## config.mk

```make
export PLATFORM = sky130hd
export DESIGN_NAME = csr_file
export DESIGN_NICKNAME = d
export VERILOG_FILES = /design/src/rtl/csr_pkg.sv /design/src/rtl/csr_counter64.sv /design/src/rtl/csr_file.sv /design/src/rtl/csr_timer.sv /design/src/rtl/csr_trap_regs.sv
export VERILOG_INCLUDE_DIRS = /design/src /design/src/rtl
export SDC_FILE = /design/constraint.sdc
export NUM_CORES = 2
export LEC_CHECK = 0
export BUFFER_PORTS_ARGS = -buffer_cell sky130_fd_sc_hd__buf_4
export CAP_MARGIN = 20
export CELL_PAD_IN_SITES_DETAIL_PLACEMENT = 1
export CELL_PAD_IN_SITES_GLOBAL_PLACEMENT = 2
export CORE_MARGIN = 1
export CORE_UTILIZATION = 32
export CTS_CLUSTER_DIAMETER = 40
export DETAILED_ROUTE_END_ITERATION = 8
export HOLD_SLACK_MARGIN = 0.06
export PLACE_DENSITY_LB_ADDON = 0.1
export SLEW_MARGIN = 5
export SYNTH_ARGS = -nofsm -noshare
export SYNTH_HDL_FRONTEND = slang
export SYNTH_SLANG_ARGS = --single-unit
```

## constraint.sdc

```tcl
create_clock -name Clk -period 5.7 [get_ports Clk]
set_input_delay 1.14 -clock Clk [delete_from_list [all_inputs] [get_ports Clk]]
set_output_delay 1.14 -clock Clk [all_outputs]
set_load 0.02 [all_outputs]
```

## src/rtl/csr_settings.svh

```systemverilog
`ifndef CSR_SETTINGS_SVH
`define CSR_SETTINGS_SVH

// ==============================
// Widths
// ==============================
`define CSR_XLEN    32
`define CSR_ADDR_W  12

// ==============================
// CSR addresses
// ==============================
`define CSR_ADDR_MSTATUS         12'h300
`define CSR_ADDR_MIE             12'h304
`define CSR_ADDR_MTVEC           12'h305
`define CSR_ADDR_MSCRATCH        12'h340
`define CSR_ADDR_MEPC            12'h341
`define CSR_ADDR_MCAUSE          12'h342
`define CSR_ADDR_MTVAL           12'h343
`define CSR_ADDR_MIP             12'h344
`define CSR_ADDR_MCYCLE          12'hB00
`define CSR_ADDR_MINSTRET        12'hB02
`define CSR_ADDR_MCYCLEH         12'hB80
`define CSR_ADDR_MINSTRETH       12'hB82
// User-level read-only aliases
`define CSR_ADDR_CYCLE           12'hC00
`define CSR_ADDR_INSTRET         12'hC02
`define CSR_ADDR_CYCLEH          12'hC80
`define CSR_ADDR_INSTRETH        12'hC82
// Custom machine timer
`define CSR_ADDR_CUSTOM_MTIME    12'hBC0
`define CSR_ADDR_CUSTOM_MTIMECMP 12'hBC1

// ==============================
// Trap causes and register images
// ==============================
`define CAUSE_ILLEGAL_INSTR  32'h00000002
`define CAUSE_BREAKPOINT     32'h00000003
`define CAUSE_MISALIGNED     32'h00000004
`define CAUSE_ILLEGAL_CSR    32'h0000000B
`define CAUSE_TIMER          32'h80000007
`define MSTATUS_ON_TRAP      32'h00000080
`define MSTATUS_ON_MRET      32'h00000008
`define MIE_ON_TRAP          32'h00000808
`define MIE_ON_MRET          32'h00000888
`define MIP_TIMER_PENDING    32'h00000080
`define MSTATUS_MIE_BIT      3
`define MIE_MTIE_BIT         7

`endif

```

## src/rtl/csr_pkg.sv

```systemverilog
`include "csr_settings.svh"

package csr_pkg;

    // ==============================
    // Shared types
    // ==============================
    typedef logic [`CSR_XLEN-1:0]   csr_word_t;
    typedef logic [`CSR_ADDR_W-1:0] csr_addr_t;

    // Encoding follows the funct3 low bits of the CSR instructions
    typedef enum logic [1:0] {
        CSR_OP_NONE  = 2'd0,
        CSR_OP_WRITE = 2'd1,
        CSR_OP_SET   = 2'd2,
        CSR_OP_CLEAR = 2'd3
    } csr_op_t;

    // ==============================
    // Read-modify-write of one CSR word
    // ==============================
    function automatic csr_word_t csr_modify(
        input csr_word_t old_value,
        input csr_word_t src,
        input csr_op_t   op
    );
        csr_word_t result;
        case (op)
            CSR_OP_WRITE: begin
                result = src;
            end
            CSR_OP_SET: begin
                result = old_value | src;
            end
            CSR_OP_CLEAR: begin
                result = old_value & ~src;
            end
            // No op keeps the register as it is
            default: begin
                result = old_value;
            end
        endcase
        return result;
    endfunction

endpackage

```

## src/rtl/csr_counter64.sv

```systemverilog
`timescale 1ns/1ps
`include "csr_settings.svh"

module csr_counter64 #(
    parameter csr_pkg::csr_addr_t ADDR_LO  = `CSR_ADDR_MCYCLE,
    parameter csr_pkg::csr_addr_t ADDR_HI  = `CSR_ADDR_MCYCLEH,
    parameter csr_pkg::csr_addr_t ALIAS_LO = `CSR_ADDR_CYCLE,
    parameter csr_pkg::csr_addr_t ALIAS_HI = `CSR_ADDR_CYCLEH
) (
    input  logic                Clk,
    input  logic                reset,
    input  logic                inc,
    input  logic                csr_wren,
    input  csr_pkg::csr_op_t    csr_op,
    input  csr_pkg::csr_addr_t  csr_addr,
    input  csr_pkg::csr_word_t  wdata,
    output csr_pkg::csr_word_t  read_data
);
    import csr_pkg::*;

    csr_word_t cnt_lo;
    csr_word_t cnt_hi;
    csr_word_t next_lo;
    csr_word_t next_hi;
    logic      carry;

    // ==============================
    // Next value
    // ==============================
    always_comb begin
        // Hardware increment with carry into the upper half
        {carry, next_lo} = {1'b0, cnt_lo} + {{`CSR_XLEN{1'b0}}, inc};
        next_hi          = cnt_hi + csr_word_t'(carry);
        // Software access replaces the hardware value of that half
        if (csr_wren && (csr_addr == ADDR_LO)) begin
            next_lo = csr_modify(cnt_lo, wdata, csr_op);
        end
        if (csr_wren && (csr_addr == ADDR_HI)) begin
            next_hi = csr_modify(cnt_hi, wdata, csr_op);
        end
    end

    always_ff @(posedge Clk) begin
        if (reset) begin
            cnt_lo <= '0;
            cnt_hi <= '0;
        end else begin
            cnt_lo <= next_lo;
            cnt_hi <= next_hi;
        end
    end

    // Both the machine address and the user alias read the same half
    always_comb begin
        case (csr_addr)
            ADDR_LO, ALIAS_LO: read_data = cnt_lo;
            ADDR_HI, ALIAS_HI: read_data = cnt_hi;
            default:           read_data = '0;
        endcase
    end

endmodule

```

## src/rtl/csr_file.sv

```systemverilog
`timescale 1ns/1ps
`include "csr_settings.svh"

module csr_file (
    input  logic                Clk,
    input  logic                reset,
    input  logic                csr_wren,
    input  logic                csr_rden,
    input  csr_pkg::csr_op_t    csr_op,
    input  csr_pkg::csr_addr_t  csr_addr,
    input  logic                csr_imm_bit,
    input  csr_pkg::csr_word_t  csr_imm,
    input  csr_pkg::csr_word_t  csr_wdata,
    input  logic                inst_retired,
    input  logic                illegal_instruction,
    input  logic                misaligned_access,
    input  logic                illegal_csr_access,
    input  logic                breakpoint,
    input  logic                external_interrupt,
    input  logic                timer_interrupt_taken,
    input  logic                mret,
    input  csr_pkg::csr_word_t  trap_pc,
    input  csr_pkg::csr_word_t  trap_mtval,
    output csr_pkg::csr_word_t  read_data,
    output logic                jump_en,
    output csr_pkg::csr_word_t  jump_addr,
    output logic                return_en,
    output csr_pkg::csr_word_t  return_addr,
    output logic                timer_irq_en
);
    import csr_pkg::*;

    csr_word_t csr_src;
    csr_word_t rd_mcycle, rd_minstret, rd_timer, rd_trap;
    logic      cycle_inc;
    logic      timer_pending;

    // Immediate form of the instruction replaces rs1
    assign csr_src = csr_imm_bit ? csr_imm : csr_wdata;

    // mcycle counts whenever the core is out of reset
    assign cycle_inc = ~reset;

    // ==============================
    // Register blocks
    // ==============================
    csr_counter64 #(
        .ADDR_LO  (`CSR_ADDR_MCYCLE),
        .ADDR_HI  (`CSR_ADDR_MCYCLEH),
        .ALIAS_LO (`CSR_ADDR_CYCLE),
        .ALIAS_HI (`CSR_ADDR_CYCLEH)
    ) i_mcycle (
        .Clk(Clk), .reset(reset), .inc(cycle_inc),
        .csr_wren(csr_wren), .csr_op(csr_op), .csr_addr(csr_addr),
        .wdata(csr_src), .read_data(rd_mcycle)
    );

    csr_counter64 #(
        .ADDR_LO  (`CSR_ADDR_MINSTRET),
        .ADDR_HI  (`CSR_ADDR_MINSTRETH),
        .ALIAS_LO (`CSR_ADDR_INSTRET),
        .ALIAS_HI (`CSR_ADDR_INSTRETH)
    ) i_minstret (
        .Clk(Clk), .reset(reset), .inc(inst_retired),
        .csr_wren(csr_wren), .csr_op(csr_op), .csr_addr(csr_addr),
        .wdata(csr_src), .read_data(rd_minstret)
    );

    csr_timer i_timer (
        .Clk(Clk), .reset(reset),
        .csr_wren(csr_wren), .csr_op(csr_op), .csr_addr(csr_addr),
        .wdata(csr_src), .read_data(rd_timer), .timer_pending(timer_pending)
    );

    csr_trap_regs i_trap (
        .Clk(Clk), .reset(reset),
        .csr_wren(csr_wren), .csr_op(csr_op), .csr_addr(csr_addr), .wdata(csr_src),
        .illegal_instruction(illegal_instruction), .misaligned_access(misaligned_access),
        .illegal_csr_access(illegal_csr_access), .breakpoint(breakpoint),
        .external_interrupt(external_interrupt),
        .timer_interrupt_taken(timer_interrupt_taken), .mret(mret),
        .trap_pc(trap_pc), .trap_mtval(trap_mtval), .timer_pending(timer_pending),
        .read_data(rd_trap), .jump_en(jump_en), .jump_addr(jump_addr),
        .return_en(return_en), .return_addr(return_addr), .timer_irq_en(timer_irq_en)
    );

    // Each block returns zero outside its own addresses
    assign read_data = csr_rden ? (rd_mcycle | rd_minstret | rd_timer | rd_trap) : '0;

endmodule

```

## src/rtl/csr_timer.sv

```systemverilog
`timescale 1ns/1ps
`include "csr_settings.svh"

module csr_timer (
    input  logic                Clk,
    input  logic                reset,
    input  logic                csr_wren,
    input  csr_pkg::csr_op_t    csr_op,
    input  csr_pkg::csr_addr_t  csr_addr,
    input  csr_pkg::csr_word_t  wdata,
    output csr_pkg::csr_word_t  read_data,
    output logic                timer_pending
);
    import csr_pkg::*;

    csr_word_t mtime;
    csr_word_t mtimecmp;

    // ==============================
    // Timer registers
    // ==============================
    // mtime is free running and ignores software writes
    always_ff @(posedge Clk) begin
        if (reset) begin
            mtime    <= '0;
            mtimecmp <= '0;
        end else begin
            mtime <= mtime + csr_word_t'(1);
            if (csr_wren && (csr_addr == `CSR_ADDR_CUSTOM_MTIMECMP)) begin
                mtimecmp <= csr_modify(mtimecmp, wdata, csr_op);
            end
        end
    end

    // A zero compare value keeps the timer disarmed
    assign timer_pending = (mtime >= mtimecmp) && (mtimecmp != '0);

    // Read port
    always_comb begin
        case (csr_addr)
            `CSR_ADDR_CUSTOM_MTIME:    read_data = mtime;
            `CSR_ADDR_CUSTOM_MTIMECMP: read_data = mtimecmp;
            default:                   read_data = '0;
        endcase
    end

endmodule

```

## src/rtl/csr_trap_regs.sv

```systemverilog
`timescale 1ns/1ps
`include "csr_settings.svh"

module csr_trap_regs (
    input  logic                Clk,
    input  logic                reset,
    input  logic                csr_wren,
    input  csr_pkg::csr_op_t    csr_op,
    input  csr_pkg::csr_addr_t  csr_addr,
    input  csr_pkg::csr_word_t  wdata,
    input  logic                illegal_instruction,
    input  logic                misaligned_access,
    input  logic                illegal_csr_access,
    input  logic                breakpoint,
    input  logic                external_interrupt,
    input  logic                timer_interrupt_taken,
    input  logic                mret,
    input  csr_pkg::csr_word_t  trap_pc,
    input  csr_pkg::csr_word_t  trap_mtval,
    input  logic                timer_pending,
    output csr_pkg::csr_word_t  read_data,
    output logic                jump_en,
    output csr_pkg::csr_word_t  jump_addr,
    output logic                return_en,
    output csr_pkg::csr_word_t  return_addr,
    output logic                timer_irq_en
);
    import csr_pkg::*;

    csr_word_t mstatus, mie, mip, mtvec, mscratch, mepc, mcause, mtval;
    csr_word_t mstatus_nxt, mie_nxt, mip_nxt, mtvec_nxt;
    csr_word_t mscratch_nxt, mepc_nxt, mcause_nxt, mtval_nxt;

    // ==============================
    // Next state
    // ==============================
    always_comb begin
        mstatus_nxt  = mstatus;
        mie_nxt      = mie;
        mip_nxt      = mip;
        mtvec_nxt    = mtvec;
        mscratch_nxt = mscratch;
        mepc_nxt     = mepc;
        mcause_nxt   = mcause;
        mtval_nxt    = mtval;

        if (timer_pending) begin
            mip_nxt = `MIP_TIMER_PENDING;
        end

        // Later synchronous exception checks take priority
        if (illegal_instruction) begin
            mcause_nxt = `CAUSE_ILLEGAL_INSTR;
            mepc_nxt   = trap_pc;
            mtval_nxt  = trap_mtval;
        end
        if (misaligned_access) begin
            mcause_nxt = `CAUSE_MISALIGNED;
            mepc_nxt   = trap_pc;
            mtval_nxt  = trap_mtval;
        end
        if (illegal_csr_access) begin
            mcause_nxt = `CAUSE_ILLEGAL_CSR;
            mepc_nxt   = trap_pc;
            mtval_nxt  = trap_mtval;
        end
        if (breakpoint) begin
            mcause_nxt = `CAUSE_BREAKPOINT;
            mepc_nxt   = trap_pc;
            mtval_nxt  = trap_mtval;
        end

        // Timer entry masks further interrupts
        if (timer_interrupt_taken) begin
            mcause_nxt  = `CAUSE_TIMER;
            mepc_nxt    = trap_pc;
            mie_nxt     = `MIE_ON_TRAP;
            mstatus_nxt = `MSTATUS_ON_TRAP;
        end

        if (mret) begin
            mie_nxt     = `MIE_ON_MRET;
            mstatus_nxt = `MSTATUS_ON_MRET;
            mip_nxt     = '0;
        end

        // Software access has the last word
        if (csr_wren) begin
            case (csr_addr)
                `CSR_ADDR_MSTATUS:  mstatus_nxt  = csr_modify(mstatus, wdata, csr_op);
                `CSR_ADDR_MIE:      mie_nxt      = csr_modify(mie, wdata, csr_op);
                `CSR_ADDR_MIP:      mip_nxt      = csr_modify(mip, wdata, csr_op);
                `CSR_ADDR_MTVEC:    mtvec_nxt    = csr_modify(mtvec, wdata, csr_op);
                `CSR_ADDR_MSCRATCH: mscratch_nxt = csr_modify(mscratch, wdata, csr_op);
                `CSR_ADDR_MEPC:     mepc_nxt     = csr_modify(mepc, wdata, csr_op);
                `CSR_ADDR_MCAUSE:   mcause_nxt   = csr_modify(mcause, wdata, csr_op);
                `CSR_ADDR_MTVAL:    mtval_nxt    = csr_modify(mtval, wdata, csr_op);
                default: ;
            endcase
        end
    end

    always_ff @(posedge Clk) begin
        if (reset) begin
            mstatus  <= '0;
            mie      <= '0;
            mip      <= '0;
            mtvec    <= '0;
            mscratch <= '0;
            mepc     <= '0;
            mcause   <= '0;
            mtval    <= '0;
        end else begin
            mstatus  <= mstatus_nxt;
            mie      <= mie_nxt;
            mip      <= mip_nxt;
            mtvec    <= mtvec_nxt;
            mscratch <= mscratch_nxt;
            mepc     <= mepc_nxt;
            mcause   <= mcause_nxt;
            mtval    <= mtval_nxt;
        end
    end

    // Read port
    always_comb begin
        case (csr_addr)
            `CSR_ADDR_MSTATUS:  read_data = mstatus;
            `CSR_ADDR_MIE:      read_data = mie;
            `CSR_ADDR_MIP:      read_data = mip;
            `CSR_ADDR_MTVEC:    read_data = mtvec;
            `CSR_ADDR_MSCRATCH: read_data = mscratch;
            `CSR_ADDR_MEPC:     read_data = mepc;
            `CSR_ADDR_MCAUSE:   read_data = mcause;
            `CSR_ADDR_MTVAL:    read_data = mtval;
            default:            read_data = '0;
        endcase
    end

    // ==============================
    // PC redirect to the core
    // ==============================
    assign jump_en = illegal_instruction | misaligned_access | illegal_csr_access |
                     breakpoint | external_interrupt | timer_interrupt_taken;
    assign jump_addr   = mtvec;
    assign return_en   = mret;
    assign return_addr = mepc;

    // Dropped in the cycle the core takes the interrupt
    assign timer_irq_en = timer_pending & mstatus[`MSTATUS_MIE_BIT] &
                          mie[`MIE_MTIE_BIT] & ~timer_interrupt_taken;

endmodule

```

==> results.json <==
{
  "die_h_microns": 297,
  "start_util_pct": 32.5,
  "cts_sinks": 448,
  "fillers": 10300,
  "critical_path_class": "input pin to output pin",
  "ys_seq_area_share_pct": 32.2,
  "root_buffer": "clkbuf_16",
  "final_cells": 5194,
  "grt_max_degree": 160,
  "grt_setup_unrepaired": "false",
  "fin_crit_sh_pct": 98.5,
  "critPathTopFamily": "simple AND/OR/NAND/NOR gates",
  "cts_hold_buf": 0,
  "antenna_found_initial": 28,
  "setup-violations-final": 0,
  "powerDensity_nw_per_um2": 309,
  "cp_cell_sequence": "buf_4 -> nor2b_1 -> nand2_1 -> nor3_1 -> buf_4 -> a221oi_1 -> a31oi_1 -> buf_4 -> buf_4",
  "pre_cts_ws_ns": 0.253,
  "end_kind": "output pin",
  "required_ns": 4.56,
  "grt_pass1_vias": 34800,
  "status": "finished, final reports clean",
  "syn_inst": 3652,
  "viasPerCell": 6.86,
  "post_cts_buffers": 0,
  "rows": 107,
  "ys_seq_elements": 448,
  "irDropWorstVdd_v": 0.000237,
  "die_area_sq_um": 88100,
  "synth_area_leader_cell": "dfxtp_1",
  "drtIter0Drc": 5194,
  "worst-path-buf-inv": 4,
  "utilization_pct": 41.9,
  "routed_wl_microns": 215000,
  "synth_edf_count": 0,
  "max_stage_delay_ns": 0.76,
  "relSlewSlack_pct": 17.8,
  "overflow": 0,
  "die_x_microns": 297,
  "synth_top_area_share_pct": 32.2,
  "final_max_slew_viol_count": 0,
  "ys_types": 95,
  "drtAntennaViolNets": 0,
  "syn-num-nets": 3852,
  "drv_cap": 0,
  "num_vias": 35600,
  "pin_count": 254,
  "cts-buffers-inserted": 106,
  "worst_slew_pin_slew_ns": 1.21,
  "synth_top_flop_cell": "dfxtp_1",
  "grt_pass1_wl_microns": 289000,
  "cp-start-kind": "input pin",
  "layout_common_cells": "buf_4 (493), dfxtp_1 (448), a21oi_1 (415)",
  "core_sq_um": 85700,
  "cts_buffer_depth": 3,
  "period_minus_slack_ns": 5.62,
  "synth_area_leaders": "dfxtp_1 (32%), a21oi_1 (7.5%), a211oi_1 (5.2%)",
  "hold_viol_final": 0,
  "hpwl_microns": 161000,
  "dp.cells": 4986,
  "htreeDepth": 3,
  "hp-class": "register to register",
  "syn_avg_cell_area_sq_um": 7.62,
  "clock_skew_ns": 0.0484,
  "gp_congestion": 1.04,
  "cts_resized": 0,
  "critPathSlowestCell": "a31oi_1",
  "clkSlewWorstSetupHoldPaths_ns": 0.05,
  "max_freq_mhz": 178,
  "syn_area_sq_um": 27800,
  "track_usage_pct": 46.9,
  "drt-pass1-iter-count": 9,
  "route.detailed.drc": 0,
  "fin_nets": 4154,
  "register_area_sq_um": 8970,
  "crit_path_max_fanout": 23,
  "whs_ns": 0.471,
  "setup_ws_ns": 0.0834,
  "routed_wire_length_per_instance_microns": 41.3,
  "drive_gt1_share_pct": 20.4,
  "layout_commonest_cell": "buf_4",
  "multi_input_area_sq_um": 17500,
  "async_flop_share_pct": 0,
  "syn_to_final_growth_pct": 29.0,
  "cts_tree": "yes",
  "clock_latency_ns": 0.71,
  "portBuffers": 253,
  "crit_path_frequent_cell": "buf_4",
  "arrival_ns": 4.48,
  "ys_warn_count": 0,
  "leakage_nw": 12.7
}
[worst paths after layout]
check                        start                    end  slack, ns  depth (start not counted)
max                    csr_addr[1]          read_data[23]       0.08                          9
min                 i_trap.mie[15]         i_trap.mie[15]       0.47                          2
max reg2reg  i_minstret.cnt_lo[15]  i_minstret.cnt_hi[12]       0.85                         11
min reg2reg         i_trap.mie[15]         i_trap.mie[15]       0.47                          2
[synthesized netlist by cell type (11+ instances only)]
cell	instances
a2111oi_0	12
a211oi_1	194
a21o_1	12
a21oi_1	418
a221o_1	14
a221oi_1	45
a222oi_1	31
a22o_1	18
a22oi_1	104
a311oi_1	19
a31oi_1	32
and2_1	13
and3_1	41
and4_1	21
buf_1	24
buf_2	65
clkbuf_1	216
dfxtp_1	448
ha_1	45
inv_1	59
mux2_2	37
mux2i_1	67
nand2_1	379
nand3_1	107
nand4_1	60
nor2_1	347
nor2b_1	11
nor3_1	100
nor4_1	30
o21ai_0	258
o21ai_1	32
o22ai_1	24
o2bb2ai_1	11
o31ai_1	68
o41ai_1	12
o41ai_2	11
or3_1	32
xnor2_1	47
xor2_1	35
[logic make-up after synthesis]
family	share of synthesized area (%)
AO/OA/AOI/OAI	32.4
XOR/XNOR	2.58
adder cells (fa/ha/maj)	2.02
buffers and inverters	5.47
flip-flops	32.2
multiplexers	4.52
AND/OR/NAND/NOR	20.8
[registers in the layout, indices dropped and copies added (netlist names)]
signal / flops
i_mcycle.cnt_hi: 32
i_minstret.cnt_hi: 32
i_trap.mstatus: 32
i_trap.mie: 32
i_trap.jump_addr: 32
i_trap.mip: 32
i_timer.mtimecmp: 32
i_trap.return_addr: 32
i_trap.mtval: 32
i_trap.mscratch: 32
i_trap.mcause: 32
i_minstret.cnt_lo: 32
i_mcycle.cnt_lo: 32
i_timer.mtime: 32
[cell type report]
| cell class | instances | area share (%) |
|---|---|---|
| Timing Repair Buffer | 507 | 11.1 |
| Antenna cell | 6 | 0.0418 |
| Inverter | 60 | 0.628 |
| Clock inverter | 66 | 2.36 |
| Tap cell | 1144 | 3.99 |
| Sequential cell | 448 | 25.0 |
| Clock buffer | 132 | 8.03 |
| Multi-Input combinational cell | 2831 | 48.9 |
[metrics by stage]
stage / TNS [ns] / total power [mW] / instance area (sq um)
final: 0 / 11.1 / 35900
after global routing: 0 / 11.2 / 35900
after CTS: 0 / 11.0 / 35800
after detailed placement: 0 / 4.56 / 32100
after global placement: 0 / 4.54 / 32100
after floorplan: -0.0124 / 3.75 / 27800
[worst min-delay path: cells and delay by family, from the launching register on]
family,cells,cell delay (ns)
and+or+nand+nor,1,0.06
DFF,1,0.31
AOI/OAI and AO/OA,1,0.06
[report_power, final]
group,internal [mW],switching (mW)
Combinational,0.343,1.00
Sequential,3.18,0.0658
Clock,4.30,2.20
[layer usage]
layer / global-route usage, % / vias up / share of wire [%]
met5: 0 / - / 0.077
met4: 37.4 / 22 / 9.1
met3: 13.7 / 730 / 11
met2: 68.6 / 2550 / 42
met1: 57.2 / 17900 / 38
li1: - / 14400 / -
(Power assumes the default switching activity.)
